`config.mk`:
```
export PLATFORM = sky130hd
export DESIGN_NAME = xt_hb_fifo_dev
export DESIGN_NICKNAME = d
export VERILOG_FILES = /design/src/xt_hb_fifo_dev.sv
export SDC_FILE = /design/constraint.sdc
export NUM_CORES = 1
export LEC_CHECK = 0
export BUFFER_PORTS_ARGS = -buffer_cell sky130_fd_sc_hd__buf_4
export CAP_MARGIN = 20
export CORE_MARGIN = 3
export CORE_UTILIZATION = 60
export CTS_CLUSTER_DIAMETER = 120
export CTS_CLUSTER_SIZE = 30
export DETAILED_ROUTE_END_ITERATION = 12
export GPL_TIMING_DRIVEN = 0
export PLACE_DENSITY = 0.88
export SYNTH_ARGS = -nofsm -noshare
export SYNTH_HDL_FRONTEND = slang
export SYNTH_SLANG_ARGS = --single-unit
export TNS_END_PERCENT = 5
```
`constraint.sdc`:
```
create_clock -name clk -period 4.5 [get_ports clk]
set_input_delay 1.35 -clock clk [delete_from_list [all_inputs] [get_ports clk]]
set_output_delay 1.35 -clock clk [all_outputs]
set_load 0.005 [all_outputs]
```
`src/xt_hb_fifo_dev.sv`:
```
// ######################################
// word FIFO device on the bus
// a write finishes only when there is room
// and a read only when a word is held, so
// the bus stalls writers and readers
// ######################################
`timescale 1ns/1ps

module xt_hb_fifo_dev #(
  parameter int fifo_depth = 4
) (
  input  logic        clk,
  input  logic        reset,
  input  logic        ren,
  input  logic        wen,
  input  logic [31:0] wdata,
  output logic [31:0] rdata,
  output logic        read_finish,
  output logic        write_finish
);

  localparam int ptr_w = (fifo_depth > 1) ? $clog2(fifo_depth) : 1;
  localparam int cnt_w = $clog2(fifo_depth + 1);

  logic [31:0]      mem [fifo_depth];
  logic [ptr_w-1:0] rd_ptr;
  logic [ptr_w-1:0] wr_ptr;
  logic [cnt_w-1:0] count;
  logic             full;
  logic             empty;

  assign full  = (count == cnt_w'(fifo_depth));
  assign empty = (count == '0);

  assign write_finish = wen && !full;
  assign read_finish  = ren && !empty;
  // head word
  assign rdata = mem[rd_ptr];

  always_ff @(posedge clk) begin
    if (reset) begin
      rd_ptr <= '0;
      wr_ptr <= '0;
      count  <= '0;
    end else begin
      if (write_finish) begin
        wr_ptr <= (wr_ptr == ptr_w'(fifo_depth - 1)) ? '0 : wr_ptr + 1'b1;
      end
      if (read_finish) begin
        rd_ptr <= (rd_ptr == ptr_w'(fifo_depth - 1)) ? '0 : rd_ptr + 1'b1;
      end
      // push and pop together leave the count alone
      case ({write_finish, read_finish})
        2'b10:   count <= count + 1'b1;
        2'b01:   count <= count - 1'b1;
        default: count <= count;
      endcase
    end
  end

  always_ff @(posedge clk) begin
    if (write_finish) begin
      mem[wr_ptr] <= wdata;
    end
  end

endmodule

```
==> impl_metrics.ini <==
[outcome]
status = completed

[finish]
antenna_cells = 0
final_area_um2 = 6330
fillers = 426
syn_to_final_growth_pct = 24.2
fin_util_pct = 77.1
drive_gt1_share_pct = 45.1
fin_nets = 349

[sta]
worst_slew_pin_slew_ns = 0.849
fin_crit_sh_pct = 76.8
rsz0062_at_grt = false
fin_crit_ns = 3.45
setup_slack_ns = 1.05
finalMaxSlewViolations = 0
finalSetupViolations = 0
hold_viol = 0
slew_headroom_pct = 43.4
clock.fmax_mhz = 290
finClkSkew_ns = 0.00541
tns_ns = 0

[global_route]
met1_usage_pct = 26.2
grt.met2_usage_pct = 31.4
overflow = 0
grt_usage_pct = 19.5
grt_max_degree = 33
antenna_found_initial = 0
grt_pass1_vias = 2575
met3_usage_pct = 6.43
grt_pass1_wl_mm = 13.9
grt-busiest-layer = met2

[die]
die_h_um = 98.2
die-area_um2 = 9640
die_w_um = 98.2
ios = 70
core_um2 = 8220
start_util_pct = 62.1
num_rows = 33

[clock_network]
root_buffer = clkbuf_8
clock_path_buffers = 2
cts_buffers = 17
cts_hold_buf = 0
ctsResizeCount = 0
numClockSinks = 137
path_clk_slew_ns = 0.06
cts_setup_buffers = 0
clk_latency_ns = 0.50
cts_tree = done
htree_levels = 4

[critical_path]
reg2reg_slack_ns = 1.99
startpoint_type = flop
path_class = reg2out
cp_cell_sequence = clkbuf_1, buf_4, mux4_2, buf_4
slowest_stage = mux4_2
slowest_delay_ns = 0.56
critPathRequiredTime_ns = 3.15
crit_top_cell = buf_4
cp_data_arrival_time_ns = 2.10
critPathMaxFanout = 10
cp-end-kind = output pin

[yosys]
syn_inst = 219
postSynthAreaPerCell_um2 = 23.3
synth-edff-count = 128
yosysSeqAreaShare_pct = 78.9
ys.flop_type = edfxtp_1
syn-num-nets = 262
synth_top_cell_area_share_pct = 75.3
netlist_area_um2 = 5100
yosysWarnings = 0
synthTopCellsByArea = edfxtp_1 (75%), mux4_2 (14%), dfxtp_1 (3.5%), ha_1 (1.5%), and3_2 (0.59%)
synth_cell_type_count = 27
ys_async_sr_fraction_pct = 0
ys_seq_elements = 137
synth_top_cell_by_area = edfxtp_1

[power]
cellPowerDensity_nw_per_um2 = 579
vdd_drop_max_mv = 0.312
p_leak_nw = 2.20
power_w = 0.00367

[place]
gp_congestion = 0.663
post-dp-hpwl_mm = 5.12
portBuffers = 68
pre_cts_slack_ns = 1.25
dpl_cell_area_um2 = 5740

[drt]
routed_wl_mm = 8.80
firstDrtPassIters = 4
drc = 0
antenna_left = 0
drt_iter0_markers = 147
routed_via_density = 5.67
via_count = 2405
post_drt_wl_per_cell_um = 20.7

[flow_run]
drv_cap = 0

[hold_path]
min_path_type = reg2reg
metrics by stage:
step / hold slack (ns) / std cells
after global placement: 0.478 / 392
after detailed placement: 0.485 / 392
final: 0.501 / 424
after CTS: 0.499 / 424
after global routing: 0.538 / 424
after floorplan: 0.463 / 219
registers in the layout, summed over array words and instances (netlist names), named ones only:
name / count
count: 3
mem: 128
rd_ptr: 2
wr_ptr: 2
path summary, 6_finish.rpt:
kind,startpoint,to,cells past startpoint
worst min register to register,count[2],count[2],2
worst min-delay path,count[2],count[2],2
worst max register to register,count[1],count[2],10
worst max-delay path,flop,rdata[29],4
final cells by class:
cell class	instances	area [um2]	area share (%)
buffer	9	52.6	0.830
sequential	137	4020	63.5
clock inverter	14	174	2.75
tap	105	131	2.07
inverter	7	26.3	0.415
timing repair buffer	68	510	8.06
clock buffer	18	418	6.60
multi-input combinational	66	998	15.8
where the power goes:
group / internal (W) / switching, W / leakage [nW]
sequential: 0.00154 / 0.0000450 / 1.25
clock: 0.000847 / 0.000514 / 0.278
combinational: 0.000397 / 0.000323 / 0.678
total: 0.00278 / 0.000882 / 2.20
cells in the mapped netlist, types with 3 or more instances:
library cell  number
ha_1               6
and3_2             4
edfxtp_1         128
buf_4              3
nor2_1             4
buf_1              3
mux4_2            32
dfxtp_1            9
inv_1              6
a21oi_1            3
cell usage in the layout (no fill, tap or decap), drive strengths merged:
| cell | netlist | routed |
|---|---|---|
| clkbuf | 2 | 20 |
| clkinvlp | 0 | 4 |
| nor2 | 4 | 4 |
| xor2 | 2 | 2 |
| o31ai | 2 | 2 |
| or3b | 1 | 1 |
| nand2b | 2 | 2 |
| clkinv | 0 | 5 |
| buf | 7 | 75 |
| mux4 | 32 | 32 |
| edfxtp | 128 | 128 |
| and3 | 4 | 4 |
| ha | 6 | 6 |
| a21oi | 3 | 3 |
| fa | 1 | 1 |
| and2 | 1 | 1 |
| dfxtp | 9 | 9 |
| or3 | 2 | 2 |
| mux2i | 2 | 2 |
| o21ai | 1 | 1 |
| nand2 | 1 | 1 |
| nor3 | 1 | 1 |
| nand3 | 1 | 1 |
| inv | 7 | 9 |
| bufinv | 0 | 3 |
critical path, delay by kind of cell (launching register included):
family,cells,cell delay (ns)
mux,1,0.56
flops,1,0.30
buf+inv,3,0.73
per-layer routing:
metal,vias up,part of all wire (%),routed length [um]
li1,1076,-,-
met3,5,6.0,528
met2,82,52,4600
met5,-,0,0
met4,0,0.48,42
met1,1242,41,3630
logic make-up after synthesis:
family,synth area share [%]
flops,78.9
fa+ha+maj,1.86
buf+inv,1.55
xor+xnor,0.343
simple gates,2.06
compound gates,0.785
mux,14.5
Note: power is estimated with default switching activity, not from simulation.
