[config.mk]
export PLATFORM = sky130hd
export DESIGN_NAME = xt_hb
export DESIGN_NICKNAME = d
export VERILOG_FILES = /design/src/xt_bus_pkg.sv /design/src/xt_hb.sv /design/src/xt_hb_arbiter.sv /design/src/xt_mmio.sv
export SDC_FILE = /design/constraint.sdc
export NUM_CORES = 1
export LEC_CHECK = 0
export ABC_AREA = 1
export BUFFER_PORTS_ARGS = -buffer_cell sky130_fd_sc_hd__buf_2
export CAP_MARGIN = 40
export CORE_AREA = 2 2 158 160
export DETAILED_ROUTE_END_ITERATION = 10
export DIE_AREA = 0 0 160 162
export GPL_TIMING_DRIVEN = 0
export MAX_ROUTING_LAYER = met4
export SLEW_MARGIN = 40
export SYNTH_ARGS = -nofsm -noshare
export SYNTH_HDL_FRONTEND = slang
export SYNTH_HIERARCHICAL = 1
export SYNTH_SLANG_ARGS = --single-unit
[constraint.sdc]
create_clock -name clk -period 1.6 [get_ports clk]
set_input_delay 0.32 -clock clk [delete_from_list [all_inputs] [get_ports clk]]
set_output_delay 0.32 -clock clk [all_outputs]
set_load 0.01 [all_outputs]
[src/xt_bus_pkg.sv]
// ######################################
// shared definitions of the high-speed bus
// address and device identifier widths,
// the write-width opcode and the RAM read
// sequencer states; import where needed
// ######################################
package xt_bus_pkg;

  // byte address seen by masters and devices
  localparam int hb_addr_width = 32;

  // top address bits that name a device
  localparam int hb_id_width = 4;

  // store width presented with a write request
  typedef enum logic [1:0] {
    width_byte = 2'd0,
    width_half = 2'd1,
    width_word = 2'd2
  } width_t;

  // scratch RAM read sequencer
  typedef enum logic {
    ram_idle = 1'b0,
    ram_busy = 1'b1
  } ram_state_t;

endpackage

[src/xt_hb.sv]
// ######################################
// high-speed bus controller
// independent read and write channels, each
// with its own round-robin arbiter; routes
// the granted master to the decoded device
// and stalls masters until their finish
// ######################################
`timescale 1ns/1ps

module xt_hb #(
  parameter int master_num = 2,
  parameter int device_num = 2,
  parameter logic [device_num-1:1][xt_bus_pkg::hb_addr_width-1:0] device_base_addr = '0
) (
  input  logic                                 clk,
  input  logic                                 reset,
  // master side
  input  logic [master_num-1:0]                master_read,
  input  logic [master_num-1:0]                master_write,
  input  logic [xt_bus_pkg::hb_addr_width-1:0] master_raddr       [master_num],
  input  logic [xt_bus_pkg::hb_addr_width-1:0] master_waddr       [master_num],
  input  logic [31:0]                          master_wdata       [master_num],
  input  xt_bus_pkg::width_t                   master_write_width [master_num],
  // device side
  input  logic [31:0]                          dev_rdata          [device_num],
  input  logic [device_num-1:0]                read_finish,
  input  logic [device_num-1:0]                write_finish,
  // shared read data, valid for the read-granted master
  output logic [31:0]                          hb_rdata,
  output logic [xt_bus_pkg::hb_addr_width-1:0] bus_raddr,
  output logic [xt_bus_pkg::hb_addr_width-1:0] bus_waddr,
  output logic [31:0]                          bus_wdata,
  output xt_bus_pkg::width_t                   bus_write_width,
  output logic [device_num-1:0]                dev_ren,
  output logic [device_num-1:0]                dev_wen,
  output logic [master_num-1:0]                read_grant,
  output logic [master_num-1:0]                write_grant,
  output logic [master_num-1:0]                stall_req
);

  import xt_bus_pkg::*;

  logic                  read_busy;
  logic                  write_busy;
  logic                  hb_ren;
  logic                  hb_wen;
  logic                  read_stall;
  logic                  write_stall;
  logic [master_num-1:0] arbiter_stall;

  logic [hb_addr_width-1:0] dec_addr [2];
  logic [device_num-1:0]    dec_sel  [2];

  xt_hb_arbiter #(.master_num(master_num)) u_read_arbiter (
    .clk   (clk),
    .reset (reset),
    .req   (master_read),
    .grant (read_grant),
    .busy  (read_busy)
  );

  xt_hb_arbiter #(.master_num(master_num)) u_write_arbiter (
    .clk   (clk),
    .reset (reset),
    .req   (master_write),
    .grant (write_grant),
    .busy  (write_busy)
  );

  // channel is active only while its owner still requests
  assign hb_ren = read_busy & |(master_read & read_grant);
  assign hb_wen = write_busy & |(master_write & write_grant);

  // granted master onto each channel, grants are one-hot
  always_comb begin
    bus_raddr       = '0;
    bus_waddr       = '0;
    bus_wdata       = '0;
    bus_write_width = width_word;
    for (int i = 0; i < master_num; i++) begin
      if (read_grant[i]) begin
        bus_raddr = master_raddr[i];
      end
      if (write_grant[i]) begin
        bus_waddr       = master_waddr[i];
        bus_wdata       = master_wdata[i];
        bus_write_width = master_write_width[i];
      end
    end
  end

  assign dec_addr[0] = bus_raddr;
  assign dec_addr[1] = bus_waddr;

  xt_mmio #(
    .addr_num         (2),
    .device_num       (device_num),
    .device_base_addr (device_base_addr)
  ) u_mmio (
    .addr (dec_addr),
    .sel  (dec_sel)
  );

  assign dev_ren = hb_ren ? dec_sel[0] : '0;
  assign dev_wen = hb_wen ? dec_sel[1] : '0;

  always_comb begin
    hb_rdata = '0;
    for (int i = 0; i < device_num; i++) begin
      hb_rdata = hb_rdata | ({32{dev_ren[i]}} & dev_rdata[i]);
    end
  end

  // active channel waits for its selected device
  assign read_stall  = hb_ren && ((read_finish & dev_ren) == '0);
  assign write_stall = hb_wen && ((write_finish & dev_wen) == '0);

  assign arbiter_stall = (master_read & ~read_grant) | (master_write & ~write_grant);

  always_comb begin
    for (int i = 0; i < master_num; i++) begin
      stall_req[i] = arbiter_stall[i]
                   | (master_read[i] & read_grant[i] & read_stall)
                   | (master_write[i] & write_grant[i] & write_stall);
    end
  end

endmodule

[src/xt_hb_arbiter.sv]
// ######################################
// round-robin arbiter for one bus channel
// registered one-hot grant, locked to its
// owner while the owner keeps requesting
// ######################################
`timescale 1ns/1ps

module xt_hb_arbiter #(
  parameter int master_num = 2
) (
  input  logic                  clk,
  input  logic                  reset,
  input  logic [master_num-1:0] req,
  output logic [master_num-1:0] grant,
  output logic                  busy
);

  localparam int ptr_w = (master_num > 1) ? $clog2(master_num) : 1;

  logic [ptr_w-1:0]      ptr;
  logic [ptr_w-1:0]      next_ptr;
  logic [master_num-1:0] next_grant;
  logic                  hold;

  // owner still requesting, keep the grant
  assign hold = |(grant & req);
  assign busy = |grant;

  always_comb begin
    int idx;
    idx        = 0;
    next_grant = grant;
    next_ptr   = ptr;
    if (!hold) begin
      next_grant = '0;
      // walk down so the requester closest to ptr wins last
      for (int k = master_num - 1; k >= 0; k--) begin
        idx = (int'(ptr) + k) % master_num;
        if (req[idx]) begin
          next_grant      = '0;
          next_grant[idx] = 1'b1;
          next_ptr        = ptr_w'((idx + 1) % master_num);
        end
      end
    end
  end

  always_ff @(posedge clk) begin
    if (reset) begin
      grant <= '0;
      ptr   <= '0;
    end else begin
      grant <= next_grant;
      // pointer moves past each newly served master
      if (!hold && |next_grant) begin
        ptr <= next_ptr;
      end
    end
  end

endmodule

[src/xt_mmio.sv]
// ######################################
// memory-mapped address decoder
// turns each address into a one-hot device
// select by comparing the identifier bits
// with the per-device base list
// ######################################
`timescale 1ns/1ps

module xt_mmio #(
  parameter int addr_num   = 2,
  parameter int device_num = 2,
  // bases of devices 1 and up, aligned on the identifier bits
  parameter logic [device_num-1:1][xt_bus_pkg::hb_addr_width-1:0] device_base_addr = '0
) (
  input  logic [xt_bus_pkg::hb_addr_width-1:0] addr [addr_num],
  output logic [device_num-1:0]                sel  [addr_num]
);

  import xt_bus_pkg::*;

  localparam int id_lsb = hb_addr_width - hb_id_width;

  always_comb begin
    int idx;
    idx = 0;
    for (int a = 0; a < addr_num; a++) begin
      // device 0 owns the space from zero
      idx = 0;
      for (int d = 1; d < device_num; d++) begin
        if (addr[a][hb_addr_width-1:id_lsb] >= device_base_addr[d][hb_addr_width-1:id_lsb]) begin
          idx = d;
        end
      end
      sel[a]      = '0;
      sel[a][idx] = 1'b1;
    end
  end

endmodule
==> impl_metrics.ini <==
[sta]
fmax_mhz = 548.1
rsz0062_at_grt = yes
fin_worst_skew_ps = 0.1499
setup_slack_ps = -224.6
drv_slew = 0
final-hold-violation-count = 0
fin_crit_ps = 1825
fin_crit_sh = 1.140
setup_violations = 133

[logic_synthesis]
synth_edf_count = 0
ys_seq_area_frac = 0.05601
syn_avg_cell_area_um2 = 5.388
synth_area_leaders = nand2_1 33%, a22o_1 27%, nand3_1 8.9%, dfxtp_1 5.6%, buf_4 4.9%
synthArstFlopShare = 0
netlist_instances = 398
synth.distinct_cells = 22
ys_ff_latch = 6
synth_top_area_share = 0.3256
ys_warn_count = 6
synth_top_cell_by_area = nand2_1
synth_area_um2 = 2145
synth_ff_type = dfxtp_1
synth_most_common_cell = nand2_1
synthTopCellsByCount = 186 x nand2_1, 65 x a22o_1, 38 x nand3_1, 27 x inv_1, 14 x buf_4

[hold_path]
hold_depth = 2
min-delay-start = reset
min_path_type = in -> reg

[setup_path]
end_kind = output pin
slowest_delay_ps = 330
worst_path_max_delay_cell = dfxtp_4
start_kind = register
arrival_ps = 1500
cp.required_ps = 1280
cp_cell_sequence = buf_6 > nor2_4 > buf_8 > buf_6 > a22o_1 > buf_2
cp_max_fo = 5
cp_common_cell = buf_6
critPathKind = reg -> out
worst-path-buf-inv = 4
reg2reg_slack_ps = 590
cp_top_family = buffers and inverters
reg2regPathDepth = 7

[placed_design]
place_area_um2 = 4594
place.gp.congestion = 0.8847
dp.cells = 1131
dpl.hpwl_mm = 12.82
portBuffers = 407

[status]
status = finished with violations
violations = setup timing

[global_route]
grt_util_all_layers = 0.1142
grt_pass1_vias = 4321
grtUsageMet1 = 0.1257
grtUsageMet2 = 0.2125
grt_pass1_wl_mm = 22.67
gr-max-usage-layer = met2
use_met3 = 0.02171
grt_max_degree = 11
antenna_found_initial = 1
grt_overflow = 0

[detailed_routing]
wirelength_mm = 16.50
postRouteAntennaNets = 0
dr.pass1.iters = 5
via_per_inst = 3.851
first_iter_violations = 155
via_count = 4525
avgRoutedWirePerCell_um = 14.04
drc_errors = 0

[power_and_ir_drop]
net-switching-power_mw = 0.9251
peakVddDrop_uv = 261.9
powerDensity_nw_per_um2 = 403.2
internal_power_mw = 1.414
power_frac_seq = 0.075
switching_share = 0.3955
leakagePower_nw = 3.534
clkPwrFrac = 0.172
pwr-share-comb = 0.754

[floorplanning]
die_y_um = 162
io_pins = 410
fp.dieW_um = 160
initial_core_util = 0.08897
rows = 57
core_area_um2 = 24110
dieArea_um2 = 25920

[clock_tree]
cts.sinks = 6
htreeDepth = 1
path_clk_slew_ps = 40
cts_tree = done
clockBufferDepth = 2
hold_buffers = 0
insertion_delay_ps = 230
numCtsBuffers = 3
root_buffer = clkbuf_16

[cells_and_area]
final_cell_count_no_fill = 1175
fin_area_um2 = 5802
fin_nets = 1123
n_antenna_cell = 0
area_growth_pct = 170.5
drive_above_1_share = 0.6627

[job]
max_cap_viol_count = 0
[through the flow]
stage	hold WS, ps	worst slack [ps]	util	power, mW	TNS (ps)
2_1_floorplan	392.4	59.26	-	0.7935	0
3_3_place_gp	527.4	-255.8	0.1906	1.489	-13040
3_5_place_dp	536.3	-258.0	0.1906	1.495	-13920
4_1_cts	355.1	-266.8	0.2334	2.295	-22550
5_1_grt	379.5	-320.2	0.2407	2.493	-27750
6_report	358.1	-224.6	0.2407	2.339	-19160
[power by group through the flow]
| stage | clock network (mW) | logic (mW) | registers [mW] |
|---|---|---|---|
| floorplan | 0 | 0.614 | 0.179 |
| global route | 0.422 | 1.90 | 0.176 |
| finish | 0.401 | 1.76 | 0.174 |
| CTS | 0.414 | 1.71 | 0.174 |
| detailed placement | 0 | 1.32 | 0.178 |
| global placement | 0 | 1.31 | 0.178 |
[cells in the final DEF, fill, tap and decap left out]
cell type,instances
nand3_4,1
clkbuf_16,9
nand3_1,18
clkbuf_2,1
nor2_4,2
buf_12,3
nor2_8,2
nor2_1,9
dfxtp_1,2
clkinvlp_4,1
nor3_1,2
a22o_1,65
buf_16,1
buf_8,14
inv_1,23
clkbuf_8,2
clkbuf_1,1
conb_1,4
inv_2,5
buf_2,386
nand2_1,151
clkbuf_4,1
a21oi_1,6
nand3_2,19
buf_6,52
nand2_4,5
dfxtp_4,4
a21boi_2,1
nand4_1,2
nand2_2,37
o21ai_0,2
buf_4,17
nand2_8,1
o21ai_1,2
[timing repair]
action                                  CTS  global route
endpoints found under the hold margin     0             0
resized for setup                       162            52
pin swaps                                16            29
buffers inserted                         21             8
gates cloned                             16             3
endpoints found under the setup margin  133           133
[layer usage]
metal | vias up | routed length, um
li1 | 2228 | -
met1 | 2024 | 6225
met2 | 255 | 8455
met3 | 18 | 1468
met4 | 0 | 352
met5 | - | 0
[worst register-to-register path, cell delays in order (launching register included)]
cell,delay (ps)
dfxtp_4,340
buf_4,130
buf_4,130
nand2_2,70
nand2_2,50
nor2_1,100
nor2_1,50
nor2_1,70
[worst max path at each step]
| stage | end | depth (start not counted) | startpoint |
|---|---|---|---|
| 4_1_cts | hb_rdata[23] | 9 | register |
| 3_3_place_gp | hb_rdata[6] | 9 | register |
| 3_5_place_dp | hb_rdata[6] | 9 | register |
| 2_1_floorplan | hb_rdata[10] | 8 | register |
| 6_report | bus_waddr[30] | 6 | register |
| 5_1_grt | hb_rdata[22] | 9 | register |
[cell type report]
type / count / area (um2)
Sequential cell: 6 / 135.1
Buffer: 35 / 431.7
Multi-Input combinational cell: 329 / 1937
Inverter: 29 / 112.6
Clock buffer: 3 / 75.07
Tap cell: 324 / 405.4
Fill cell: 2682 / 18300
Timing Repair Buffer: 449 / 2705
[cells by family after synthesis]
group,after synthesis,synth area share
buffers and inverters,65,0.1575
AO/OA/AOI/OAI,76,0.2923
AND/OR/NAND/NOR,249,0.4907
flip-flops,6,0.05601
other,2,0.003502
Note: power is estimated with default switching activity, not from simulation.
